<file path="src/hdl/fas_config.svh">
// ----------------------------------------
// Widths, sizes and FIR coefficients
// ----------------------------------------
`ifndef FAS_CONFIG_SVH
`define FAS_CONFIG_SVH

`define FAS_SAMPLE_W  16  // Input and filtered sample width
`define FAS_COEFF_W   16  // Coefficient word, all 16 bits are fraction
`define FAS_NUM_TAPS  32  // Filter length
`define FAS_ACC_W     40  // Holds the sum of 32 full products with headroom
`define FAS_FRAC_BITS 16  // Binary point position of each product
`define FAS_FRAME_LEN 16  // Filter outputs gathered per frame

// Low-pass taps, symmetric about the middle of the window
// Tap 00 weights the newest sample and tap 31 the oldest
`define FAS_COEFF_00 16'shFFC0  // -64
`define FAS_COEFF_01 16'shFF90  // -112
`define FAS_COEFF_02 16'shFF58  // -168
`define FAS_COEFF_03 16'shFF28  // -216
`define FAS_COEFF_04 16'shFF18  // -232
`define FAS_COEFF_05 16'shFF48  // -184
`define FAS_COEFF_06 16'shFFD8  // -40
`define FAS_COEFF_07 16'sh00E0  // 224
`define FAS_COEFF_08 16'sh0270  // 624
`define FAS_COEFF_09 16'sh0480  // 1152
`define FAS_COEFF_10 16'sh06F0  // 1776
`define FAS_COEFF_11 16'sh0990  // 2448
`define FAS_COEFF_12 16'sh0C20  // 3104
`define FAS_COEFF_13 16'sh0E58  // 3672
`define FAS_COEFF_14 16'sh0FF8  // 4088
`define FAS_COEFF_15 16'sh10D0  // 4304, peak of the first half

// Second half mirrors the first
`define FAS_COEFF_16 16'sh10D0
`define FAS_COEFF_17 16'sh0FF8
`define FAS_COEFF_18 16'sh0E58
`define FAS_COEFF_19 16'sh0C20
`define FAS_COEFF_20 16'sh0990
`define FAS_COEFF_21 16'sh06F0
`define FAS_COEFF_22 16'sh0480
`define FAS_COEFF_23 16'sh0270
`define FAS_COEFF_24 16'sh00E0
`define FAS_COEFF_25 16'shFFD8
`define FAS_COEFF_26 16'shFF48
`define FAS_COEFF_27 16'shFF18
`define FAS_COEFF_28 16'shFF28
`define FAS_COEFF_29 16'shFF58
`define FAS_COEFF_30 16'shFF90
`define FAS_COEFF_31 16'shFFC0

// DC gain of the set is about 0.62, so a full-scale input
// settles well inside the 16-bit output range

`endif
</file>
<file path="src/hdl/fas_pkg.sv">
// ----------------------------------------
// Shared sample, window and frame types
// ----------------------------------------
`include "fas_config.svh"

package fas_pkg;

  // One input or filtered sample
  typedef logic signed [`FAS_SAMPLE_W-1:0] sample_t;

  // One filter coefficient, pure fraction
  typedef logic signed [`FAS_COEFF_W-1:0] coeff_t;

  // Running dot product of the whole window
  typedef logic signed [`FAS_ACC_W-1:0] acc_t;

  // Full tap window, element 0 is the newest sample
  // Elements keep the signed sample_t type when selected
  typedef sample_t [`FAS_NUM_TAPS-1:0] tap_window_t;

  // One frame for the transform stage, slot 0 is the oldest output
  typedef sample_t [`FAS_FRAME_LEN-1:0] frame_t;

endpackage

</file>
<file path="src/hdl/fir_window_if.sv">
// ----------------------------------------
// Tap window bus, delay line to MAC
// ----------------------------------------
`timescale 1ns/100ps

interface fir_window_if;
  import fas_pkg::*;

  tap_window_t taps;   // Current window, index 0 newest
  logic        take;   // Window shifted in a new sample last edge
  logic        full;   // All 32 taps hold samples since the last restart
  logic        clear;  // Window was just emptied by an idle cycle

  // The delay line owns every signal
  modport producer (
    output taps,
    output take,
    output full,
    output clear
  );

  // No back-pressure, the MAC only listens
  modport consumer (
    input taps,
    input take,
    input full,
    input clear
  );

endinterface

</file>
<file path="src/hdl/fir_delay_line.sv">
// ----------------------------------------
// FIR tap delay line and fill counter
// ----------------------------------------
`timescale 1ns/100ps
`include "fas_config.svh"

module fir_delay_line (
  input  logic             clk,
  input  logic             rst,
  input  logic             data_valid,
  input  fas_pkg::sample_t data,
  fir_window_if.producer   win
);
  import fas_pkg::*;

  localparam int CNT_W = $clog2(`FAS_NUM_TAPS + 1);  // Must reach 32, not wrap at it

  tap_window_t      taps_q;   // Shift register, newest at index 0
  logic [CNT_W-1:0] cnt_q;    // Samples accepted since restart, saturates
  logic             take_q;   // Marks the cycle after an accepted sample
  logic             clear_q;  // Marks the cycle after a restart

  // Window contents, zeroed by any gap in the input strobe
  always_ff @(posedge clk) begin
    if (data_valid) begin
      taps_q <= {taps_q[`FAS_NUM_TAPS-2:0], data};  // Oldest sample drops off the top
    end else begin
      taps_q <= '0;  // Restart from an empty window
    end
  end

  // Fill count and the two strobes
  always_ff @(posedge clk or posedge rst) begin
    if (rst) begin
      cnt_q   <= '0;
      take_q  <= 1'b0;
      clear_q <= 1'b0;
    end else begin
      take_q  <= data_valid;                          // One pulse per accepted sample
      clear_q <= !data_valid && (cnt_q != '0);        // Pulse once, on the gap that empties it
      if (!data_valid) begin
        cnt_q <= '0;                                  // Gap restarts the fill
      end else if (cnt_q != CNT_W'(`FAS_NUM_TAPS)) begin
        cnt_q <= cnt_q + 1'b1;                        // Counts up, then holds at 32
      end
    end
  end

  assign win.taps  = taps_q;
  assign win.take  = take_q;
  assign win.full  = (cnt_q == CNT_W'(`FAS_NUM_TAPS));  // Decoded from the registered count
  assign win.clear = clear_q;

  // The window can only become full on the edge that shifts a sample in
  full_needs_take: assert property (
    @(posedge clk) disable iff (rst)
    $rose(win.full) |-> win.take
  );

endmodule

</file>
<file path="src/flat_wrapper.sv">
// flat-port wrapper written by rule: the top's interface ports become plain ports
module fir_delay_line_flat import fas_pkg::*;
  (clk, rst, data_valid, data, win_taps, win_take, win_full, win_clear);
  fir_window_if win_i ();
  input  logic clk;
  input  logic rst;
  input  logic data_valid;
  input  fas_pkg::sample_t data;
  output wire logic [$bits(win_i.taps)-1:0] win_taps;
  output wire logic [$bits(win_i.take)-1:0] win_take;
  output wire logic [$bits(win_i.full)-1:0] win_full;
  output wire logic [$bits(win_i.clear)-1:0] win_clear;
  assign win_taps = win_i.taps;
  assign win_take = win_i.take;
  assign win_full = win_i.full;
  assign win_clear = win_i.clear;
  fir_delay_line u_core (.clk(clk), .rst(rst), .data_valid(data_valid), .data(data), .win(win_i));
endmodule
</file>
<file path="config.mk">
export PLATFORM = sky130hd
export DESIGN_NAME = fir_delay_line_flat
export DESIGN_NICKNAME = d
export VERILOG_FILES = /design/src/hdl/fas_pkg.sv /design/src/hdl/fir_window_if.sv /design/src/hdl/fir_delay_line.sv /design/src/flat_wrapper.sv
export VERILOG_INCLUDE_DIRS = /design/src /design/src/hdl
export SDC_FILE = /design/constraint.sdc
export NUM_CORES = 1
export LEC_CHECK = 0
export BUFFER_PORTS_ARGS = -buffer_cell sky130_fd_sc_hd__buf_4
export CORE_AREA = 3 3 205 207
export DETAILED_ROUTE_END_ITERATION = 10
export DIE_AREA = 0 0 208 210
export GPL_TIMING_DRIVEN = 1
export HOLD_SLACK_MARGIN = 0.06
export PLACE_DENSITY = 0.61
export SLEW_MARGIN = 0
export SYNTH_ARGS = -nofsm -noshare
export SYNTH_HDL_FRONTEND = slang
export SYNTH_SLANG_ARGS = --single-unit
</file>
<file path="constraint.sdc">
create_clock -name clk -period 2.8 [get_ports clk]
set_clock_uncertainty 0.2 [all_clocks]
set_input_delay 0.14 -clock clk [delete_from_list [all_inputs] [get_ports clk]]
set_output_delay 0.14 -clock clk [all_outputs]
set_load 0.05 [all_outputs]
</file>
* Yosys cells after proc, flatten, opt, wreduce, memory -nomap -nowiden
Index checks and enable logic that the tools add are counted.
** Storage, ports and cells
- Bits in latches :: 0
- Word-level logic and storage cells :: 44
- Register bits :: 520
- Bits in writable memories :: 0
- Memory bits (read-only) :: 0
- Memories :: 0
** Cells by class
- Muxes and demuxes :: 2
- Reductions and logical operators :: 3
- Div/mod/pow operators :: 0
- $mul :: 0
- Equal/unequal tests :: 3
- $add $sub $neg :: 1
- Bitwise gates (word level) :: 0
- Shift operators :: 0
- Order comparisons :: 0
** Operator list (count)
- $mux 6 :: 2
- $add 6x1->6 const B :: 1
- $eq 6x6->1 const B :: 1
- $ne 6x6->1 const B :: 1
- $reduce_bool 6->1 :: 1
- $ne 2x1->1 const B :: 1
- $logic_and 1x1->1 :: 1
- $logic_not 1->1 :: 1

* Logic depth before layout (Yosys ltp)
- Depth after elaboration :: 3
- Gate-level depth with buffers :: 6
- Mapped depth without buffers :: 6

* Worst setup path after synthesis
Ideal clock, no wire load.
- Kind :: register to register
- Start :: register u_core.cnt_q[0]
- End :: register u_core.cnt_q[1]
- Cell stages (with the launch flop) :: 7
- Data arrival time :: 1.339 ns
- Slack :: 1.181 ns
- Library setup time :: 0.080 ns
- Cells stage by stage :: dfrtp_1 -> inv_1 -> ha_1 -> nor4b_4 -> nand2_1 -> clkinv_2 -> mux2i_1
** On the way
- Cells in the longest elaborated chain, start to end :: 3
- Elaborated cells between the ends (all ways) :: 5
- Classes of those cells :: add/sub (1); eq/ne (2); mux (2)
** Ends and longest elaborated chain
- from (decl) :: RTL line fir_delay_line.sv:19 : logic [CNT_W-1:0] cnt_q;
- from (signal assigned) :: RTL line fir_delay_line.sv:44 : cnt_q <= cnt_q + 1'b1;
- $add 6x1->6 :: RTL line fir_delay_line.sv:44
- $mux 6 :: RTL line fir_delay_line.sv:43 : end else if (cnt_q != CNT_W'(`FAS_NUM_TAPS)) begin
- $mux 6 :: RTL line fir_delay_line.sv:41 : if (!data_valid) begin
Parallel ways exist; a longest one is shown, timed or not. The select of a mux whose other input is x is not followed.
A chain may end at the register's enable or synchronous reset.

* Worst setup path in the final report
- Start :: register u_core.cnt_q[0]
- End :: output port win_full
** On the way
- Cells in the longest elaborated chain, start to end :: 1
** Ends and longest elaborated chain
- $eq 6x6->1 :: RTL line fir_delay_line.sv:51 : assign win.full = (cnt_q == CNT_W'(`FAS_NUM_TAPS));
- to (decl) :: RTL line flat_wrapper.sv:11 : output wire logic [$bits(win_i.full)-1:0] win_full;
Every way passes these cells.

==> results by group <==
Run status
  – Status: completed

STA
  – Final min period: about 2.3 ns
  – Final hold viol count: 0
  – Max-slew violations: 0
  – Finish-stage setup viols: 0
  – Worst rel slew slack: 0.706
  – Unrepaired setup endpoints after global routing: no
  – Least-Margin Pin Slew: about 0.44 ns
  – Fmax: 435 MHz
  – Setup TNS: 0 ns
  – Part of the cycle the worst path needs: 0.821

Yosys
  – Post-synth top cells: and2_1 (513), dfxtp_1 (512), clkbuf_2 (49)
  – Yosys reg bits: 520
  – Largest cells by area after synthesis: dfxtp_1 (73%), and2_1 (23%), clkbuf_2 (1.7%)
  – Ys flop type: dfxtp_1
  – Synthesis Warnings: 0
  – Syn_area_per_cell: 12.6 µm²
  – Xor and xnor area share after synthesis: 0.00186
  – Post-synth top area cell: dfxtp_1
  – Syn nets: 1139
  – Post-synthesis mux area share: 0.00142
  – Register area share after synthesis: 0.740
  – Count leader, synth: and2_1
  – Synth Area in Compound Gates: 0.000708
  – Post-Synth Adder-Cell Area: 0.00177
  – Netlist Area Pre-Place: ~14000 µm²
  – Distinct cells, synth: 19
  – Largest family of logic cells by synthesized area: simple AND/OR/NAND/NOR gates
  – Number of enable flip-flop cells after synthesis: 0
  – Synth Instances: around 1100
  – Synth async-reset ratio: 0.0154
  – Yosys top cell area share: 0.725
  – Simple-gate share of the synthesized area: 0.233

CTS
  – TritonCTS buffer count: 51
  – Htree depth: 2
  – CTS Buffer Depth: 3
  – CTS clk-pin slew, worst paths: ~0.060 ns
  – Clk root buf: clkbuf_16
  – Clk Latency, worst-skew pair: between 0.5 and 0.6 ns
  – Sink Count: 520
  – CTS tree: built

Floorplan
  – Row cnt: 74
  – Chip height: 210 µm
  – Initial core utilization: 0.348
  – Core area: just over 40000 µm²
  – Ports: between 500 and 600
  – Die Wd: between 200 and 250 µm
  – Full die area: ~44000 µm²

Worst setup path
  – Buf/Inv on CP: 3
  – Startpoint Class: flip-flop
  – Setup crit end kind: output pin
  – RR Endpoint: u_core.cnt_q[1]
  – Delay-heaviest family, CP: simple AND/OR/NAND/NOR gates
  – CP endpoint: win_full
  – Crit Path Max Fanout: 4
  – Max stage delay on crit path: 0.40 ns
  – Data arrival, critical path: between 1.5 and 2 ns
  – Worst Path Required: approximately 2.5 ns
  – Critical path class: reg -> out
  – Worst path cell trace: inv_1 -> ha_1 -> nor4b_4 -> nand2_1 -> clkinv_2 -> buf_4
  – CP startpoint: u_core.cnt_q[0]
  – Levels on crit path: 6
  – Slowest cell on the critical path: dfrtp_1
  – Reg2Reg Depth: 6
  – R2R Setup Slk: approximately 1.2 ns
  – Worst reg2reg path startpoint: u_core.cnt_q[0]

Global route
  – Largest net degree at the start of global routing: between 100 and 150
  – GRT overflow: 0
  – Vias in the first global route: roughly 9500
  – Initial antenna violation count: 0
  – Global-route wire length before repair: roughly 60000 µm
  – Global Route Usage Sum: 0.178

Detailed routing
  – Initial DRT Pass Iterations: 4
  – Wire per inst: around 18 µm
  – Detailed Route Iter0 Violations: roughly 330
  – Vias per cell: approximately 4
  – Final WL: ~40000 µm
  – Final antenna-violating net count: 0
  – Number of remaining DRC errors: 0
  – Via count: 9249

Layout
  – Layout cells sized above 1: 0.364
  – Final nets: 1693
  – Post-layout instance area: just over 20000 µm²
  – Antenna fix cells: 0
  – Area Overhead vs Synth: 45.5%

Placed design
  – Final Wtd Congestion: between 0.7 and 0.8
  – Dpl hpwl: between 30000 and 40000 µm
  – Placed instance area: ~19000 µm²
  – Port Buffer Count: roughly 530

Min path
  – Type of the worst min-delay path: in -> reg
  – Worst Hold Launch: data[9]

Run
  – Max_cap viols: 0

Pwr
  – Power Density: slightly above 700 nW/µm²
  – VDD IR-drop max: between 0.5 and 0.6 mV
  – Static Leak: ~0.0097 µW
==> cells in the final DEF (no fill, tap or decap) <==
cell	netlist	routed
a21oi_1	2	2
and2_1	513	513
and3_1	2	2
and3b_1	1	1
buf_12	0	3
buf_4	0	535
buf_8	0	1
bufinv_16	0	6
clkbuf_1	3	11
clkbuf_16	0	53
clkbuf_8	0	11
clkinv_2	1	9
clkinv_4	0	1
clkinvlp_4	0	2
dfrtp_1	8	8
dfxtp_1	512	512
dlygate4sd3_1	0	19
ha_1	2	2
inv_1	4	4
inv_4	0	1
mux2i_1	2	2
nand2_1	5	5
nand3_1	4	4
nor3_1	1	1
nor4b_4	1	1
xnor2_1	2	2
xor2_1	1	1
==> where the power goes <==
group | total [µW] | switching [µW] | internal, µW
clock | 7050 | 2750 | 4310
combinational | 395 | 270 | 125
sequential | 7470 | 25.6 | 7440
total | 14900 | 3040 | 11900
==> worst min-delay path, cell delays in order <==
cell and delay, ns:
dlygate4sd3_1 0.52, buf_4 0.09, and2_1 0.10
==> layout make-up <==
class                   instances  area [µm²]
fillers                      3656       20000
flip-flops and latches        520       10500
repair buffers                558        4280
multi-input cells             536        3380
clock buffers                  75        1520
well taps                     532         666
clock inverters                18         250
inverters                       5        20.0
==> flip-flops by register name (all words and copies together), names as in the netlist <==
register,cells
u_core.win.take,1
u_core.win.clear,1
u_core.cnt_q,6
u_core.win.taps,512
==> repair_timing <==
| item | in CTS | in global routing |
|---|---|---|
| hold endpoints to repair | 177 | 0 |
| setup buffers | 0 | 0 |
| gates resized for setup | 0 | 0 |
| hold buffers | 19 | 0 |
==> metal layers <==
metal | routed length, µm | part of all wire | track usage
met5 | 0 | 0 | 0
met4 | 1370 | 0.034 | 0.0716
met3 | 4500 | 0.11 | 0.0850
met2 | 19600 | 0.49 | 0.306
met1 | 14800 | 0.37 | 0.188
==> logic make-up (layout without fill, tap and decap cells) <==
group | after synthesis | in the layout
simple gates | 527 | 527
mux | 2 | 2
flops | 520 | 520
xor+xnor | 3 | 3
compound gates | 2 | 2
buf+inv | 62 | 656
fa+ha+maj | 2 | 2
==> how the worst min path moves through the flow <==
stage                          end  slack (ns)  depth (start not counted)
5_1_grt        u_core.win.taps[10]        0.11                          3
3_5_place_dp       u_core.win.take       -0.08                          2
3_3_place_gp       u_core.win.take        -0.1                          2
6_report        u_core.win.taps[9]        0.12                          3
4_1_cts         u_core.win.taps[9]        0.07                          3
2_1_floorplan      u_core.cnt_q[0]       -0.24                          1
==> per-stage QoR <==
stage	utilization	total power (µW)	hold slack [ns]	setup slack [ns]	std cells
final	0.507	14900	0.117	0.501	2244
after global routing	0.507	15500	0.110	0.365	2244
after CTS	0.507	15100	0.0660	0.439	2244
after detailed placement	0.459	8010	-0.0790	1.08	2132
after global placement	0.459	8010	-0.0971	1.16	2132
after floorplan	-	7880	-0.244	1.18	1118
No activity file was read; power rests on OpenSTA's default activity.
