`src/hdl/fas_config.svh`:
```
// ----------------------------------------
// Widths, sizes and FIR coefficients
// ----------------------------------------
`ifndef FAS_CONFIG_SVH
`define FAS_CONFIG_SVH

`define FAS_SAMPLE_W  16  // Input and filtered sample width
`define FAS_COEFF_W   16  // Coefficient word, all 16 bits are fraction
`define FAS_NUM_TAPS  32  // Filter length
`define FAS_ACC_W     40  // Holds the sum of 32 full products with headroom
`define FAS_FRAC_BITS 16  // Binary point position of each product
`define FAS_FRAME_LEN 16  // Filter outputs gathered per frame

// Low-pass taps, symmetric about the middle of the window
// Tap 00 weights the newest sample and tap 31 the oldest
`define FAS_COEFF_00 16'shFFC0  // -64
`define FAS_COEFF_01 16'shFF90  // -112
`define FAS_COEFF_02 16'shFF58  // -168
`define FAS_COEFF_03 16'shFF28  // -216
`define FAS_COEFF_04 16'shFF18  // -232
`define FAS_COEFF_05 16'shFF48  // -184
`define FAS_COEFF_06 16'shFFD8  // -40
`define FAS_COEFF_07 16'sh00E0  // 224
`define FAS_COEFF_08 16'sh0270  // 624
`define FAS_COEFF_09 16'sh0480  // 1152
`define FAS_COEFF_10 16'sh06F0  // 1776
`define FAS_COEFF_11 16'sh0990  // 2448
`define FAS_COEFF_12 16'sh0C20  // 3104
`define FAS_COEFF_13 16'sh0E58  // 3672
`define FAS_COEFF_14 16'sh0FF8  // 4088
`define FAS_COEFF_15 16'sh10D0  // 4304, peak of the first half

// Second half mirrors the first
`define FAS_COEFF_16 16'sh10D0
`define FAS_COEFF_17 16'sh0FF8
`define FAS_COEFF_18 16'sh0E58
`define FAS_COEFF_19 16'sh0C20
`define FAS_COEFF_20 16'sh0990
`define FAS_COEFF_21 16'sh06F0
`define FAS_COEFF_22 16'sh0480
`define FAS_COEFF_23 16'sh0270
`define FAS_COEFF_24 16'sh00E0
`define FAS_COEFF_25 16'shFFD8
`define FAS_COEFF_26 16'shFF48
`define FAS_COEFF_27 16'shFF18
`define FAS_COEFF_28 16'shFF28
`define FAS_COEFF_29 16'shFF58
`define FAS_COEFF_30 16'shFF90
`define FAS_COEFF_31 16'shFFC0

// DC gain of the set is about 0.62, so a full-scale input
// settles well inside the 16-bit output range

`endif
```
`src/hdl/fas_pkg.sv`:
```
// ----------------------------------------
// Shared sample, window and frame types
// ----------------------------------------
`include "fas_config.svh"

package fas_pkg;

  // One input or filtered sample
  typedef logic signed [`FAS_SAMPLE_W-1:0] sample_t;

  // One filter coefficient, pure fraction
  typedef logic signed [`FAS_COEFF_W-1:0] coeff_t;

  // Running dot product of the whole window
  typedef logic signed [`FAS_ACC_W-1:0] acc_t;

  // Full tap window, element 0 is the newest sample
  // Elements keep the signed sample_t type when selected
  typedef sample_t [`FAS_NUM_TAPS-1:0] tap_window_t;

  // One frame for the transform stage, slot 0 is the oldest output
  typedef sample_t [`FAS_FRAME_LEN-1:0] frame_t;

endpackage

```
`src/hdl/fir_window_if.sv`:
```
// ----------------------------------------
// Tap window bus, delay line to MAC
// ----------------------------------------
`timescale 1ns/100ps

interface fir_window_if;
  import fas_pkg::*;

  tap_window_t taps;   // Current window, index 0 newest
  logic        take;   // Window shifted in a new sample last edge
  logic        full;   // All 32 taps hold samples since the last restart
  logic        clear;  // Window was just emptied by an idle cycle

  // The delay line owns every signal
  modport producer (
    output taps,
    output take,
    output full,
    output clear
  );

  // No back-pressure, the MAC only listens
  modport consumer (
    input taps,
    input take,
    input full,
    input clear
  );

endinterface

```
`src/hdl/fir_mac.sv`:
```
// ----------------------------------------
// Two-stage FIR multiply-accumulate
// ----------------------------------------
`timescale 1ns/100ps
`include "fas_config.svh"

module fir_mac (
  input  logic             clk,
  input  logic             rst,
  fir_window_if.consumer   win,
  output logic             fir_valid,
  output fas_pkg::sample_t fir_d
);
  import fas_pkg::*;

  localparam int NUM_GRP = 4;                          // Partial sums in stage one
  localparam int GRP_LEN = `FAS_NUM_TAPS / NUM_GRP;    // Eight products per group
  localparam int PROD_W  = `FAS_SAMPLE_W + `FAS_COEFF_W;
  localparam int MSB_OUT = `FAS_FRAC_BITS + `FAS_SAMPLE_W - 2;  // Top magnitude bit kept

  // Coefficient table, entry i weights the i-th newest sample
  localparam coeff_t COEFF [`FAS_NUM_TAPS] = '{
    `FAS_COEFF_00, `FAS_COEFF_01, `FAS_COEFF_02, `FAS_COEFF_03,
    `FAS_COEFF_04, `FAS_COEFF_05, `FAS_COEFF_06, `FAS_COEFF_07,
    `FAS_COEFF_08, `FAS_COEFF_09, `FAS_COEFF_10, `FAS_COEFF_11,
    `FAS_COEFF_12, `FAS_COEFF_13, `FAS_COEFF_14, `FAS_COEFF_15,
    `FAS_COEFF_16, `FAS_COEFF_17, `FAS_COEFF_18, `FAS_COEFF_19,
    `FAS_COEFF_20, `FAS_COEFF_21, `FAS_COEFF_22, `FAS_COEFF_23,
    `FAS_COEFF_24, `FAS_COEFF_25, `FAS_COEFF_26, `FAS_COEFF_27,
    `FAS_COEFF_28, `FAS_COEFF_29, `FAS_COEFF_30, `FAS_COEFF_31
  };

  logic signed [PROD_W-1:0] prod [`FAS_NUM_TAPS];  // Full-precision tap products
  acc_t                     grp_sum [NUM_GRP];     // Stage one adder trees
  acc_t                     grp_q [NUM_GRP];       // Stage one registers
  acc_t                     dot_sum;               // Final adder in stage two
  logic                     start;                 // New full window to process
  logic                     v1_q;                  // Stage one holds a live result

  // A result starts only on a fresh sample into a full window
  assign start = win.take && win.full && !win.clear;

  // Products and the four eight-input partial sums
  always_comb begin
    for (int i = 0; i < `FAS_NUM_TAPS; i++) begin
      prod[i] = win.taps[i] * COEFF[i];  // Signed 16 x 16, exact in 32 bits
    end
    for (int g = 0; g < NUM_GRP; g++) begin
      grp_sum[g] = '0;
      for (int j = 0; j < GRP_LEN; j++) begin
        grp_sum[g] = grp_sum[g] + prod[g*GRP_LEN + j];  // Sign-extends to 40 bits
      end
    end
  end

  // Stage one payload, held while idle
  always_ff @(posedge clk) begin
    if (start) begin
      grp_q <= grp_sum;
    end
  end

  assign dot_sum = grp_q[0] + grp_q[1] + grp_q[2] + grp_q[3];

  // Stage two payload, sign then bits 30 down to 16 of the dot product
  always_ff @(posedge clk) begin
    if (v1_q) begin
      fir_d <= {dot_sum[`FAS_ACC_W-1], dot_sum[MSB_OUT:`FAS_FRAC_BITS]};
    end
  end

  // Valid pipe, in-flight results drain even across a restart
  always_ff @(posedge clk or posedge rst) begin
    if (rst) begin
      v1_q      <= 1'b0;
      fir_valid <= 1'b0;
    end else begin
      v1_q      <= start;
      fir_valid <= v1_q;
    end
  end

  // Every output traces back to a gated take two edges earlier
  valid_from_start: assert property (
    @(posedge clk) disable iff (rst)
    fir_valid |-> $past(start, 2)
  );

endmodule

```
`src/flat_wrapper.sv`:
```
// flat-port wrapper written by rule: the top's interface ports become plain ports
module fir_mac_flat import fas_pkg::*;
  (clk, rst, fir_valid, fir_d, win_taps, win_take, win_full, win_clear);
  fir_window_if win_i ();
  input  logic clk;
  input  logic rst;
  output logic fir_valid;
  output fas_pkg::sample_t fir_d;
  input wire logic [$bits(win_i.taps)-1:0] win_taps;
  input wire logic [$bits(win_i.take)-1:0] win_take;
  input wire logic [$bits(win_i.full)-1:0] win_full;
  input wire logic [$bits(win_i.clear)-1:0] win_clear;
  assign win_i.taps = win_taps;
  assign win_i.take = win_take;
  assign win_i.full = win_full;
  assign win_i.clear = win_clear;
  fir_mac u_core (.clk(clk), .rst(rst), .win(win_i), .fir_valid(fir_valid), .fir_d(fir_d));
endmodule
```
`config.mk`:
```
export PLATFORM = sky130hd
export DESIGN_NAME = fir_mac_flat
export DESIGN_NICKNAME = d
export VERILOG_FILES = /design/src/hdl/fas_pkg.sv /design/src/hdl/fir_window_if.sv /design/src/hdl/fir_mac.sv /design/src/flat_wrapper.sv
export VERILOG_INCLUDE_DIRS = /design/src /design/src/hdl
export SDC_FILE = /design/constraint.sdc
export NUM_CORES = 2
export LEC_CHECK = 0
export CAP_MARGIN = 15
export CELL_PAD_IN_SITES_DETAIL_PLACEMENT = 1
export CELL_PAD_IN_SITES_GLOBAL_PLACEMENT = 1
export CORE_ASPECT_RATIO = 1.75
export CORE_MARGIN = 1
export CORE_UTILIZATION = 25
export DETAILED_ROUTE_END_ITERATION = 6
export DONT_BUFFER_PORTS = 1
export PLACE_DENSITY = 0.57
export SLEW_MARGIN = 20
export SYNTH_ARGS = -nofsm -noshare
export SYNTH_HDL_FRONTEND = slang
export SYNTH_SLANG_ARGS = --single-unit
```
`constraint.sdc`:
```
create_clock -name clk -period 3.93 [get_ports clk]
set_input_delay 0.786 -clock clk [delete_from_list [all_inputs] [get_ports clk]]
set_output_delay 0.786 -clock clk [all_outputs]
set_load 0.02 [all_outputs]
```
Word-level counts from Yosys, hierarchy flattened:

Index checks and enable logic that the tools add are counted.
Widths: inputs -> output; s select.

* $mul: 30
* $add $sub $neg: 33
* reduce and logical (&&, ||, !) cells: 3

Operators with widths (number)
* $add 40x25->40: 5
* $mul 16x6->22 const B: 8
* $add 40x29->40: 4
* $mul 16x10->26 const B: 6
* $add 40x40->40: 3
* $mul 16x4->20 const B: 6
* $mul 16x8->24 const B: 4
* $add 40x28->40: 2
* $add 30x29->31: 2
* $neg 16->26: 2
* $mul 16x9->25 const B: 2
* $mul 16x7->23 const B: 2
* $mul 16x5->21 const B: 2
* $add 40x23->40: 1
* $add 40x24->40: 1
* $add 40x27->40: 1
* $add 40x30->40: 1
* $add 40x32->40: 1
* $add 34x25->35: 1
* $add 33x25->34: 1
* $add 32x24->33: 1
* $add 32x29->33: 1
* $add 31x29->32: 1
* $add 29x28->30: 1
* 6 further kinds: 7

* bits in registers: 178
* input port bits: 517

Logic depth before layout (Yosys ltp):

* depth in word-level cells: 8
* depth in mapped cells: 48
* mapped depth without buffers: 47

Worst setup path before layout:

Ideal clock, no wire load.

* path kind: input-to-reg
* start: input port win_taps[287]
* end: register u_core.grp_q[76] in the netlist's numbering, data pin
* stages on the path: 40
* arrival: 10.844 ns
* slack: -7.171 ns
* buffers on the path: 3
* cells stage by stage: clkbuf_1 > inv_1 > fa_1 > inv_1 > fa_1 > fa_1 > fa_1 > inv_1 > fa_1 > inv_1 > ha_1 > clkbuf_1 > nand2_1 > o311a_1 > o31ai_1 > a21oi_1 > xor2_1 > fa_1 > [4 not listed] > a21oi_1 > o21ai_0 > a41o_1 > nor2_1 > xnor2_1 > fa_1 > inv_1 > fa_1 > inv_1 > fa_1 > ha_1 > clkbuf_1 > and3_1 > nand2_1 > o311ai_1 > a311o_1 > nand2_1 > a22o_1

RTL lines
* from (decl): line flat_wrapper.sv:9 `input wire logic [$bits(win_i.taps)-1:0] win_taps;`
* to (signal assigned): line fir_mac.sv:59 `grp_q <= grp_sum;`
* to (decl): line fir_mac.sv:35 `acc_t grp_q [NUM_GRP];`

==> results.md <==
* Setup crit start kind: input port
* Clock root cell: clkbuf_16
* Die X-Extent at approximately 460 um
* MaxCap Viol Count at 0
* Starting DRT DRC Count at around 1800
* Height of the die at around 810 um
* Worst Setup Slack, final at -6.45 ns
* Seq/Total Area, Yosys at 0.0532
* Setup violators final at roughly 140
* Worst path arrival time at approximately 11 ns
* Final WL at 317000 um
* Final hold vios at 0
* Critical Path RT at 4.17 ns
* Reg2Reg Capture Point: u_core.fir_d[15]
* EDFF count, synth at between 150 and 200
* Ports at approximately 530
* Global route overflow at 0
* Status: finished with violations
* Layout Nets at 16532
* TritonCTS clock tree: done
* Synth Instances at between 10000 and 15000
* CP Depth at 46
* Setup CP Type: in2reg
* Max-slew violations at 0
* GPL Wtd Cong at a little under 0.9
* Synthesized flop and latch total at ~170
* Adder-cell share of the synthesized area at 0.577
* Critical path's slowest cell: fa_1
* Synth cell types at 90
* RSZ-0062 raised after global routing: yes
* Synth area leader: fa_1
* Period utilization at 2.64
* CP Max Fanout at 6
* Number of synthesis warnings at 0
* Routed Antenna Nets at 0
* DRC viols at 220
* H-tree depth at 4
* Detailed placement HPWL at 298000 um
* Synthesized net count at about 14000
* Asr flop ratio synth at 0.0120
* Setup TNS at -650.38 ns
* Post-DR wirelength/cell at around 18 um
* Reg2Reg Setup Slack at -0.14 ns
* Initial Utilization at 0.251
* Die ar. at roughly 380000 um2
* Clk slew on worst S/H paths at 0.09 ns
* Slew headroom at 0.337
* Clock sinks at 166
* CP peak stage delay at 0.53 ns
* Via density at about 4.4
* Multiplexer area fraction after synthesis at 0.00305
* Global Route Usage Sum at 0.170
* Slew @ Worst Pin at ~0.99 ns
* CP Launch Point: win_taps[279]
* Largest net degree at the start of global routing at 36
* Area share of xor/xnor cells in the synthesized design at 0.0760
* Share of cells above drive strength 1 at 0.281
* Top_reg_cell synth: edfxtp_1
* Detailed Routing Iterations Pass 1 at 7
* Bufs on Longest Clock Path at 2
* Largest family of logic cells by synthesized area: adder cells
* Reg2Reg Depth at 15
* IO buf count at 0
* Maximum clock rate at approximately 96 MHz
* Compound-Gate Fraction of Synth Area at 0.114
* Fin util at 0.339
* Critical Path Sink: u_core.grp_q[78]
* Violated checks: design-rule violations, negative setup slack
* Most common library cells after synthesis: inv_1 (2687), ha_1 (2013), fa_1 (1434), xnor2_1 (518), a21oi_1 (515)
* Crit. End Element: register
* Vias in the first global route at slightly below 90000
* Average cell area after synthesis at roughly 9.3 um2
* Post-DP Area at around 120000 um2
* CTS buffer count at 17
* Final Skew at around 0.013 ns
* Worst slack, placed at -7.18 ns
* Min-Delay Path Class: in2reg
* Most numerous cell on the critical path: fa_1
* Synth area leaders: fa_1 (31%), ha_1 (27%), inv_1 (11%), edfxtp_1 (5.3%), xnor2_1 (4.9%)
* Top-count cell post-synth: inv_1
* RR Startpoint: u_core.grp_q[51]
* Min Tclk post-route at roughly 10 ns
* Share of the synthesized area in the top cell type at 0.307
* Layout area overhead at 34.7%
* Via count at 77083
* First-pass GRT wire length at just under 500000 um
* Fin area at approximately 130000 um2
* Buffers & Inverters on Critical Path at 16
* Post-Synth Simple-Gate Area at 0.0678
* Worst path top cell family by delay: adder cells
* Antenna violations before repair at 2
* Num rows at slightly below 300
* Core ar. at 372000 um2
* Mapped Area at 93500 um2
* Worst-Skew Late Latency at between 0.4 and 0.5 ns
-- worst reg2reg max path, stage by stage, from the launching register on --
cell and delay (ns):
edfxtp_1 0.39, buf_4 0.19, fa_1 0.54, fa_1 0.43
ha_1 0.30, a2111oi_0 0.44, o21ai_0 0.17, a21oi_1 0.16
nor2_1 0.09, a31o_2 0.24, a21oi_1 0.13, buf_4 0.14
nand2_1 0.08, and3_1 0.17, o21ai_0 0.25, xnor2_1 0.10
-- through the flow --
step,hold WS [ns],cells
2_1_floorplan,0.527,10098
3_5_place_dp,0.537,17369
5_1_grt,0.494,17500
4_1_cts,0.487,17453
6_report,0.535,17503
3_3_place_gp,0.536,17369
-- cell families (layout without fill, tap and decap cells) --
logic type | after synthesis | after routing
other | 0 | 5
buffers and inverters | 2720 | 5203
AOI/OAI and AO/OA | 1642 | 1642
and+or+nand+nor | 1286 | 1286
adders and majority gates | 3448 | 3448
xor gates and xnor gates | 809 | 809
DFF | 166 | 166
muxes | 27 | 27
-- layer usage --
metal	part of all wire	track usage
met4	0.039	0.0546
met2	0.58	0.353
met1	0.34	0.160
met5	0	0
met3	0.049	0.0346
-- how the worst min path moves through the flow --
stage / startpoint / end / slack (ns) / cells past startpoint
4_1_cts: win_taps[464] / u_core.grp_q[3] / 0.49 / 1
3_5_place_dp: rst / u_core.fir_valid / 0.54 / 1
6_report: win_taps[464] / u_core.grp_q[3] / 0.54 / 1
3_3_place_gp: rst / u_core.fir_valid / 0.54 / 1
5_1_grt: win_taps[464] / u_core.grp_q[3] / 0.49 / 1
2_1_floorplan: rst / u_core.fir_valid / 0.53 / 1
-- cells in the final DEF (no fill, tap or decap), drive strengths merged, types with 36 or more instances in the layout --
cell / count
nand2b: 99
o21bai: 85
xnor2: 518
a31oi: 59
o21a: 85
a21boi: 36
nand3: 86
a21o: 266
inv: 2693
buf: 2483
nand2: 237
fa: 1434
nor2: 374
ha: 2013
nor2b: 103
o21ai: 297
xor2: 290
a21oi: 518
edfxtp: 164
and3: 63
nor3: 133
-- layout make-up --
class | count | area [um2]
antenna | 5 | 12.5
clock buffer | 17 | 425
clock inverter | 15 | 189
fill | 43108 | 246000
inverter | 2687 | 10100
multi-input combinational | 7212 | 84800
sequential | 166 | 4970
tap | 4917 | 6150
timing repair buffer | 2484 | 19200
-- sequential cells by signal, summed over array words and instances (netlist names) --
signal	cells
u_core.fir_valid	1
u_core.v1_q	1
u_core.grp_q	148
u_core.fir_d	16
-- repair_timing --
action,CTS,global route
hold buffers,1,0
endpoints found under the hold margin,2,0
endpoints found under the setup margin,145,149
setup buffers,68,67
resized for setup,310,407
pin swaps,267,329
Power is left out: the tool's default activity adds up to more than one toggle a clock period on the data nets, which glitch-free logic cannot reach.
