==> config.mk <==
export PLATFORM = sky130hd
export DESIGN_NAME = stp_deserializer
export DESIGN_NICKNAME = d
export VERILOG_FILES = /design/src/hdl/fas_pkg.sv /design/src/hdl/stp_deserializer.sv
export VERILOG_INCLUDE_DIRS = /design/src /design/src/hdl
export SDC_FILE = /design/constraint.sdc
export NUM_CORES = 1
export LEC_CHECK = 0
export BUFFER_PORTS_ARGS = -buffer_cell sky130_fd_sc_hd__buf_2
export CAP_MARGIN = 20
export CORE_MARGIN = 5
export CORE_UTILIZATION = 45
export CTS_CLUSTER_SIZE = 30
export DETAILED_ROUTE_END_ITERATION = 16
export GPL_TIMING_DRIVEN = 0
export PLACE_DENSITY = 0.65
export SKIP_LAST_GASP = 1
export SLEW_MARGIN = 10
export SYNTH_ARGS = -nofsm -noshare
export SYNTH_HDL_FRONTEND = slang
export SYNTH_SLANG_ARGS = --single-unit
export TNS_END_PERCENT = 30
==> constraint.sdc <==
create_clock -name clk -period 21.2 [get_ports clk]
set_input_delay 4.24 -clock clk [delete_from_list [all_inputs] [get_ports clk]]
set_output_delay 4.24 -clock clk [all_outputs]
set_load 0.01 [all_outputs]
==> src/hdl/fas_config.svh <==
// ----------------------------------------
// Widths, sizes and FIR coefficients
// ----------------------------------------
`ifndef FAS_CONFIG_SVH
`define FAS_CONFIG_SVH

`define FAS_SAMPLE_W  16  // Input and filtered sample width
`define FAS_COEFF_W   16  // Coefficient word, all 16 bits are fraction
`define FAS_NUM_TAPS  32  // Filter length
`define FAS_ACC_W     40  // Holds the sum of 32 full products with headroom
`define FAS_FRAC_BITS 16  // Binary point position of each product
`define FAS_FRAME_LEN 16  // Filter outputs gathered per frame

// Low-pass taps, symmetric about the middle of the window
// Tap 00 weights the newest sample and tap 31 the oldest
`define FAS_COEFF_00 16'shFFC0  // -64
`define FAS_COEFF_01 16'shFF90  // -112
`define FAS_COEFF_02 16'shFF58  // -168
`define FAS_COEFF_03 16'shFF28  // -216
`define FAS_COEFF_04 16'shFF18  // -232
`define FAS_COEFF_05 16'shFF48  // -184
`define FAS_COEFF_06 16'shFFD8  // -40
`define FAS_COEFF_07 16'sh00E0  // 224
`define FAS_COEFF_08 16'sh0270  // 624
`define FAS_COEFF_09 16'sh0480  // 1152
`define FAS_COEFF_10 16'sh06F0  // 1776
`define FAS_COEFF_11 16'sh0990  // 2448
`define FAS_COEFF_12 16'sh0C20  // 3104
`define FAS_COEFF_13 16'sh0E58  // 3672
`define FAS_COEFF_14 16'sh0FF8  // 4088
`define FAS_COEFF_15 16'sh10D0  // 4304, peak of the first half

// Second half mirrors the first
`define FAS_COEFF_16 16'sh10D0
`define FAS_COEFF_17 16'sh0FF8
`define FAS_COEFF_18 16'sh0E58
`define FAS_COEFF_19 16'sh0C20
`define FAS_COEFF_20 16'sh0990
`define FAS_COEFF_21 16'sh06F0
`define FAS_COEFF_22 16'sh0480
`define FAS_COEFF_23 16'sh0270
`define FAS_COEFF_24 16'sh00E0
`define FAS_COEFF_25 16'shFFD8
`define FAS_COEFF_26 16'shFF48
`define FAS_COEFF_27 16'shFF18
`define FAS_COEFF_28 16'shFF28
`define FAS_COEFF_29 16'shFF58
`define FAS_COEFF_30 16'shFF90
`define FAS_COEFF_31 16'shFFC0

// DC gain of the set is about 0.62, so a full-scale input
// settles well inside the 16-bit output range

`endif
==> src/hdl/fas_pkg.sv <==
// ----------------------------------------
// Shared sample, window and frame types
// ----------------------------------------
`include "fas_config.svh"

package fas_pkg;

  // One input or filtered sample
  typedef logic signed [`FAS_SAMPLE_W-1:0] sample_t;

  // One filter coefficient, pure fraction
  typedef logic signed [`FAS_COEFF_W-1:0] coeff_t;

  // Running dot product of the whole window
  typedef logic signed [`FAS_ACC_W-1:0] acc_t;

  // Full tap window, element 0 is the newest sample
  // Elements keep the signed sample_t type when selected
  typedef sample_t [`FAS_NUM_TAPS-1:0] tap_window_t;

  // One frame for the transform stage, slot 0 is the oldest output
  typedef sample_t [`FAS_FRAME_LEN-1:0] frame_t;

endpackage

==> src/hdl/stp_deserializer.sv <==
// ----------------------------------------
// Serial to parallel frame builder
// ----------------------------------------
`timescale 1ns/100ps
`include "fas_config.svh"

module stp_deserializer (
  input  logic             clk,
  input  logic             rst,
  input  logic             fir_valid,
  input  fas_pkg::sample_t fir_d,
  output logic             frame_valid,
  output fas_pkg::frame_t  frame_d
);
  import fas_pkg::*;

  localparam int IDX_W = $clog2(`FAS_FRAME_LEN);

  logic [IDX_W-1:0] slot_q;      // Next slot to fill
  frame_t           work_q;      // Frame under construction
  frame_t           work_next;   // Working frame with this cycle's sample placed
  logic             last;        // This sample completes a frame

  assign last = fir_valid && (slot_q == IDX_W'(`FAS_FRAME_LEN - 1));

  // Drop the incoming sample into its slot
  always_comb begin
    work_next         = work_q;
    work_next[slot_q] = fir_d;
  end

  // Payload, stale slots of a dropped frame get overwritten before use
  always_ff @(posedge clk) begin
    if (fir_valid) begin
      work_q <= work_next;
    end
    if (last) begin
      frame_d <= work_next;  // Holds until the next complete frame
    end
  end

  // Slot index and frame strobe
  always_ff @(posedge clk or posedge rst) begin
    if (rst) begin
      slot_q      <= '0;
      frame_valid <= 1'b0;
    end else begin
      frame_valid <= last;
      if (!fir_valid || last) begin
        slot_q <= '0;          // A gap discards the partial frame
      end else begin
        slot_q <= slot_q + 1'b1;
      end
    end
  end

  // Sixteen samples separate any two frames
  frame_pulse_single: assert property (
    @(posedge clk) disable iff (rst)
    frame_valid |=> !frame_valid
  );

endmodule

After elaboration in Yosys (flattened, before gate mapping)
Index checks and enable logic that the tools add are counted.

word-level totals
  register bits = 517
  output and inout bits = 257
  logic and storage cells = 46

cells by class
  add/sub/neg operators = 1
  order comparisons = 2
  equal/unequal tests = 1
  mux-type cells = 4
  reductions and logical operators = 4

operator list
  kind                                                                number
  bitwise mux 256 bit                                                 1
  demux 16 bit (select 4 bit)                                         1
  two-way mux 16 bit                                                  1
  less-than comparator 4 x 5 -> 1 bit (second input constant)         1
  adder 4 x 1 -> 4 bit (second input constant)                        1
  == test 4 bit (second input constant)                               1
  greater-or-equal comparator 4 x 1 -> 1 bit (second input constant)  1
  two-way mux 4 bit                                                   1
  logical AND 1 bit                                                   2
  logical NOT 1 bit                                                   1
  logical OR 1 bit                                                    1

Logic depth before layout (Yosys ltp)
Gate-level depths: netlist of the first run.

  depth after elaboration = 5
  depth in mapped cells = 6
  depth with buffers taken out = 4

Least setup slack after synthesis of the first run
OpenSTA, ideal clock, no wires.

  kind = input-to-reg
  start point = in fir_valid
  end point = reg frame_valid
  setup time = 1234 ps
  arrival = 14874 ps
  data required time = 19966 ps
  slack = 5093 ps
  stages on the path = 2
  path buffers = 0
  cell sequence = inv_1 -> nor2_1

on the way
  longest elaborated chain between the ends = 1

RTL lines
  what                    RTL line                RTL
  start: declaration      stp_deserializer.sv:10  input logic fir_valid,
  logical AND 1 bit       stp_deserializer.sv:24  assign last = fir_valid && (slot_q == IDX_W'(`FAS_FRAME_LEN - 1));
  named net last          stp_deserializer.sv:22  logic last;
  end signal: assignment  stp_deserializer.sv:48  frame_valid <= last;
  end: declaration        stp_deserializer.sv:12  output logic frame_valid,

The timed path passes the listed nets, and every way through them passes these cells.
A chain may end at the register's enable or synchronous reset.

Worst setup path in the final report of the first run
  start point = in fir_valid
  end point = reg frame_d[25] (netlist bit) (enable)

on the way
  longest elaborated chain between the ends = 1

RTL lines
  what                    RTL line                RTL
  logical AND 1 bit       stp_deserializer.sv:24
  named net last          stp_deserializer.sv:22
  end signal: assignment  stp_deserializer.sv:38  frame_d <= work_next;
  end: declaration        stp_deserializer.sv:13  output fas_pkg::frame_t frame_d

The timed path passes the listed nets, and every way through them passes these cells.

==> flow_metrics.env, run 1 <==
export IMPL_setup_violations_final=0
export IMPL_die_y_um=216.1
export IMPL_grt_pass1_vias=9492
export IMPL_finalNetCount=1216
export IMPL_clock_power_share=0.413
export IMPL_fin_util=0.5516
export IMPL_hpwl_mm=25.78
export IMPL_track_usage=0.1674
export IMPL_synth_compound_area_frac=0.0007859
export IMPL_p_leak_nw=8.485
export IMPL_pwr_share_seq=0.544
export IMPL_drt_initial_drc_count=811
export IMPL_grt_ovfl_total=0
export IMPL_cts_max_level=2
export IMPL_netSwitchingPower_mw=0.4281
export IMPL_syn_inst=850
export IMPL_synth_area_mux_share=0.1587
export IMPL_power_frac_comb=0.043
export IMPL_area_delta_synth_final_pct=21.11
export IMPL_grt_max_degree=106
export IMPL_p_sw_frac=0.1977
export IMPL_holdWs_ps=556.1
export IMPL_yosys_warnings=0
export IMPL_syn_area_per_cell_um2=22.48
export IMPL_min_period_ps=6033
export IMPL_fp_row_count=75
export IMPL_synth_top_family_by_area="multiplexers"
export IMPL_diodes=0
export IMPL_max_cap_violations=0
export IMPL_fmax_mhz=165.8
export IMPL_vias=9037
export IMPL_cp_max_fo=52
export IMPL_p_per_area_mw_per_mm2=93.59
export IMPL_cts_tree="done"
export IMPL_synth_cell_types=23
export IMPL_maxSlewViolCount=0
export IMPL_place_ws_ps=14510
export IMPL_start_util=0.4555
export IMPL_yosys_area_share_simple=0.01113
export IMPL_cp_start_kind="input port"
export IMPL_clkSlewWorstSetupHoldPaths_ps=60
export IMPL_grt_pass1_wl_mm=59.97
export IMPL_cts_buffers=52
export IMPL_core_mm2=0.04195
export IMPL_ctsLongestPathBuffers=3
export IMPL_clk_latency_ps=570
export IMPL_period_share=0.2846
export IMPL_synth_adder_area_share=0.003274
export IMPL_internal_power_mw=1.737
export IMPL_antenna_found_initial=0
export IMPL_wl_mm=40.00
export IMPL_hold_buffers=0
export IMPL_cts_resized=0
export IMPL_cts_sinks=517
export IMPL_syn_cell_area_mm2=0.01911
export IMPL_post_drt_wl_per_cell_um=22.61
export IMPL_syn_num_nets=874
export IMPL_drc=0
export IMPL_drtAntennaViolNets=0
export IMPL_drive_above_1_share=0.5244
export IMPL_slew_headroom=0.4578
export IMPL_ioPinCount=276
export IMPL_rsz0062_at_grt="false"
export IMPL_root_buffer="clkbuf_16"
export IMPL_crit_arrival_ps=6300
export IMPL_yosysSeqAreaShare=0.8113
export IMPL_dieArea_mm2=0.04668
export IMPL_via_per_inst=5.109
export IMPL_place_gp_congestion=0.7355
export IMPL_cp_end_kind="flip-flop"
export IMPL_cp_required_ps=21470
export IMPL_fin_ws_ps=15170
export IMPL_port_buffers=275
export IMPL_hp_class="reg2reg"
export IMPL_synth_xor_area_frac=0.0004584
export IMPL_die_x_um=216.1
export IMPL_status="completed"
export IMPL_worst_pin_slew_ps=813.3
export IMPL_worstSetupPathType="in2reg"
export IMPL_vdd_drop_max_mv=0.06597
export IMPL_yosys_register_bits=517
export IMPL_post_cts_buffers=0
export IMPL_dr_pass1_iters=5
export IMPL_hold_viol=0
export IMPL_finClkSkew_ps=11.75
==> power groups by stage <==
| stage | logic (mW) | registers (mW) | clock network, mW |
|---|---|---|---|
| global placement | 0.0891 | 1.20 | 0 |
| global route | 0.101 | 1.18 | 0.967 |
| CTS | 0.0948 | 1.18 | 0.919 |
| finish | 0.0934 | 1.18 | 0.895 |
| detailed placement | 0.0941 | 1.20 | 0 |
| floorplan | 0.0594 | 1.20 | 0 |
==> flip-flops by register name, summed over array words and instances, names as in the netlist <==
register / flops
frame_d: 256
work_q: 256
slot_q: 4
frame_valid: 1
==> path summary, 6_finish.rpt <==
kind / startpoint / end / slack [ps] / cells past startpoint
min in group asynchronous: rst / slot_q[0]$_DFF_PP0_ / 3580 / 2
max: fir_valid / frame_d[25]$_DFFE_PP_ / 15170 / 7
min reg2reg: work_q[24]$_DFFE_PP_ / work_q[24]$_DFFE_PP_ / 560 / 1
max reg2reg: slot_q[0]$_DFF_PP0_ / frame_d[25]$_DFFE_PP_ / 17890 / 9
max in group asynchronous: rst / slot_q[3]$_DFF_PP0_ / 17410 / 2
min: work_q[24]$_DFFE_PP_ / work_q[24]$_DFFE_PP_ / 560 / 1
==> per-layer routing <==
| layer | routed length [um] | vias up | GRT usage |
|---|---|---|---|
| met4 | 906 | 0 | 0.04388 |
| met2 | 18680 | 269 | 0.2643 |
| li1 | - | 4054 | - |
| met3 | 2910 | 60 | 0.05303 |
| met5 | 0 | - | 0 |
| met1 | 17510 | 4654 | 0.2286 |
==> worst max-delay path: stages <==
cell and delay (ps):
buf_8 350, inv_1 180, nor2_4 560, buf_12 270
buf_12 210, buf_12 210, buf_12 220
==> placed cells by master (no fill, tap or decap), drive strengths merged <==
cell type,count
nand2,7
clkinvlp,5
clkbuf,75
ha,5
mux2,256
dfrtp,5
and3,2
nor2,3
nor3b,1
o21ai,1
xnor2,1
clkinv,22
nor2b,1
bufinv,6
and2b,1
buf,311
and2,3
inv,5
edfxtp,512
a21oi,2
nand3,6
==> cell usage after synthesis, drive strengths merged <==
library cell	instances	area, um^2
a21oi	2	10.01
nand3	6	55.05
xnor2	1	8.760
and3	2	12.51
nor2	3	11.26
clkbuf	16	60.06
mux2	256	3033
edfxtp	512	15370
o21ai	1	5.000
dfrtp	5	125.1
nand2	7	78.83
and2	3	18.77
inv	5	18.77
nor3b	1	18.77
and2b	1	8.760
ha	5	62.56
buf	23	195.2
nor2b	1	8.760
==> cells by family (layout without fill, tap and decap cells) <==
logic type,Yosys count,in the layout
buffers and inverters,44,424
AO/OA/AOI/OAI,3,3
XOR/XNOR,1,1
flip-flops,517,517
multiplexers,256,256
adder cells (fa/ha/maj),5,5
AND/OR/NAND/NOR,24,24
==> stage by stage <==
step	instances	setup TNS, ps	power (mW)	area [um^2]
global route	1769	0	2.248	23140
detailed placement	1677	0	1.293	21480
CTS	1769	0	2.191	23140
floorplan	850	0	1.256	19110
global placement	1664	-1490400	1.291	21160
finish	1769	0	2.166	23140
==> layout make-up <==
class / count / area [um^2]
tap: 539 / 674.4
buffer: 39 / 255.2
fill: 3186 / 18810
timing repair buffer: 288 / 1692
clock inverter: 33 / 310.3
inverter: 5 / 18.77
multi-input combinational: 289 / 3339
clock buffer: 59 / 1349
sequential: 517 / 15500
No activity file was read; power rests on OpenSTA's default activity.
==> run 2, diff against run 1 <==
==> constraint.sdc (replaced) <==
create_clock -name clk -period 5.7 [get_ports clk]
set_input_delay 1.14 -clock clk [delete_from_list [all_inputs] [get_ports clk]]
set_output_delay 1.14 -clock clk [all_outputs]
set_load 0.01 [all_outputs]
==> run 2 against run 1 <==
Effect of this change:
- power rose to 3.7 times the previous value
- highest routed layer unchanged
- first-iteration DRC count is 9.0% lower
- largest power group unchanged
- hold slack worse by 79 ps
- sequential share of layout area is 0.051 points lower
- sequential cell count unchanged
- largest cell class unchanged
- final cell count increased by 0.34%
- clock power increased to 3.8 times the previous value
==> flow_metrics.env, run 2 (synthesized netlist as in run 1, its figures left out) <==
export IMPL_final_common_cell="edfxtp_1"
export IMPL_r2r_end="frame_d[136]$_DFFE_PP_"
export IMPL_diodes=0
export IMPL_drive_above_1_share=0.5267
export IMPL_placed_area_mm2=0.02144
export IMPL_rsz0062_at_grt="false"
export IMPL_antenna_found_initial=0
export IMPL_drt_initial_drc_count=738
export IMPL_die_y_um=216.1
export IMPL_ioPinCount=276
export IMPL_status="completed"
export IMPL_min_period_ps=3294
export IMPL_rrSetupSlack_ps=2490
export IMPL_ctsLongestPathBuffers=3
export IMPL_track_usage=0.1664
export IMPL_cp_start_kind="input port"
export IMPL_cts_buffers=53
export IMPL_multiInputGateArea_mm2=0.003339
export IMPL_largestRegisters="frame_d: 256 flops, work_q: 256 flops, slot_q: 4 flops"
export IMPL_fp_row_count=75
export IMPL_finalNetCount=1216
export IMPL_critPathMaxStageDelay_ps=610
export IMPL_port_buffers=275
export IMPL_cts_tree="done"
export IMPL_fillerInstances=3187
export IMPL_register_area_mm2=0.01550
export IMPL_period_share=0.5779
export IMPL_setup_violations_final=0
export IMPL_clkSlewWorstSetupHoldPaths_ps=60
export IMPL_vdd_drop_max_mv=0.2611
export IMPL_r2r_start="slot_q[0]$_DFF_PP0_"
export IMPL_worstSetupPathType="in2reg"
export IMPL_cp_max_fo=88
export IMPL_start_util=0.4555
export IMPL_cts_resized=0
export IMPL_vias=9031
export IMPL_final_cell_mix="edfxtp_1 (512), buf_2 (283), mux2_2 (206), clkbuf_16 (55), mux2_4 (40)"
export IMPL_place_ws_ps=1718
export IMPL_hold_buffers=0
export IMPL_cts_max_level=2
export IMPL_worst_pin_slew_ps=884.3
export IMPL_path_common_cell="buf_12"
export IMPL_crit_chain="buf_8 -> buf_16 -> inv_1 -> nor2_4 -> buf_12 -> buf_12 -> buf_12"
export IMPL_crit_path_top_delay_cell="nor2_4"
export IMPL_root_buffer="clkbuf_16"
export IMPL_core_mm2=0.04195
export IMPL_slew_headroom=0.4105
export IMPL_place_gp_congestion=0.7220
export IMPL_area_delta_synth_final_pct=21.20
export IMPL_via_per_inst=5.088
export IMPL_grt_ovfl_total=0
export IMPL_fin_ws_ps=2406
export IMPL_p_per_area_mw_per_mm2=349.5
export IMPL_fmax_mhz=303.6
export IMPL_wl_mm=39.76
export IMPL_drc=0
export IMPL_drtAntennaViolNets=0
export IMPL_fin_setup_tns_ps=0
export IMPL_die_x_um=216.1
export IMPL_post_cts_buffers=0
export IMPL_hold_viol=0
export IMPL_grt_max_degree=102
export IMPL_cts_sinks=517
export IMPL_max_cap_violations=0
export IMPL_fin_area_mm2=0.02316
export IMPL_cp_required_ps=5970
export IMPL_grt_pass1_wl_mm=59.95
export IMPL_post_drt_wl_per_cell_um=22.40
export IMPL_hp_class="in2async"
export IMPL_dr_pass1_iters=5
export IMPL_dieArea_mm2=0.04668
export IMPL_crit_arrival_ps=3560
export IMPL_clk_latency_ps=580
export IMPL_maxSlewViolCount=0
export IMPL_cp_end_kind="flip-flop"
export IMPL_hpwl_mm=25.93
export IMPL_rr_worst_depth=8
export IMPL_p_leak_nw=8.513
export IMPL_grt_pass1_vias=9488
export IMPL_finClkSkew_ps=19.52
## run 2: cell count changes in the layout (fill, tap and decap cells not counted), sizes merged
cell      delta
buf          -1
bufinv       -1
clkbuf       +2
clkinv       +6
clkinvlp     -2
inv          +2
## run 2: area by class of cell
type	count	share of cell area
flip-flops and latches	517	0.6694
repair buffers	287	0.07154
clock inverters	38	0.01351
well taps	539	0.02912
clock buffers	61	0.06041
multi-input cells	289	0.1442
inverters	5	0.0008105
plain buffers	39	0.01102
## run 2: through the flow
| step | power (mW) | util | cells | hold slack, ps |
|---|---|---|---|---|
| after floorplan | 4.670 | - | 850 | 520.4 |
| after global placement | 4.801 | 0.5045 | 1664 | 535.4 |
| after detailed placement | 4.810 | 0.5112 | 1676 | 544.7 |
| after CTS | 8.209 | 0.5520 | 1775 | 437.8 |
| after global routing | 8.414 | 0.5520 | 1775 | 464.4 |
| final | 8.094 | 0.5520 | 1775 | 477.0 |
## run 2: power breakdown
| group | internal [mW] | switching, mW |
|---|---|---|
| clock | 1.98 | 1.39 |
| sequential | 4.35 | 0.0303 |
| combinational | 0.155 | 0.191 |
## run 2: worst max-delay path by stage
stage / cells after the start / start / endpoint / slack, ps
5_1_grt: 7 / fir_valid / frame_d[136]$_DFFE_PP_ / 2210
3_5_place_dp: 7 / fir_valid / frame_d[78]$_DFFE_PP_ / 1720
3_3_place_gp: 3 / fir_valid / frame_valid$_DFF_PP0_ / -7330
4_1_cts: 7 / fir_valid / frame_d[136]$_DFFE_PP_ / 2340
6_report: 7 / fir_valid / frame_d[136]$_DFFE_PP_ / 2410
2_1_floorplan: 2 / fir_valid / frame_d[0]$_DFFE_PP_ / 280
## run 2: metal layers
layer  global-route usage  wire, um
met1               0.2278     17460
met2               0.2663     19010
met3              0.04577      2606
met4              0.04579       684
met5                    0         0
## run 2: worst max-delay path, delay by kind of cell
kind | cells | cell delay, ps
buffers and inverters | 6 | 1710
and+or+nand+nor | 1 | 610
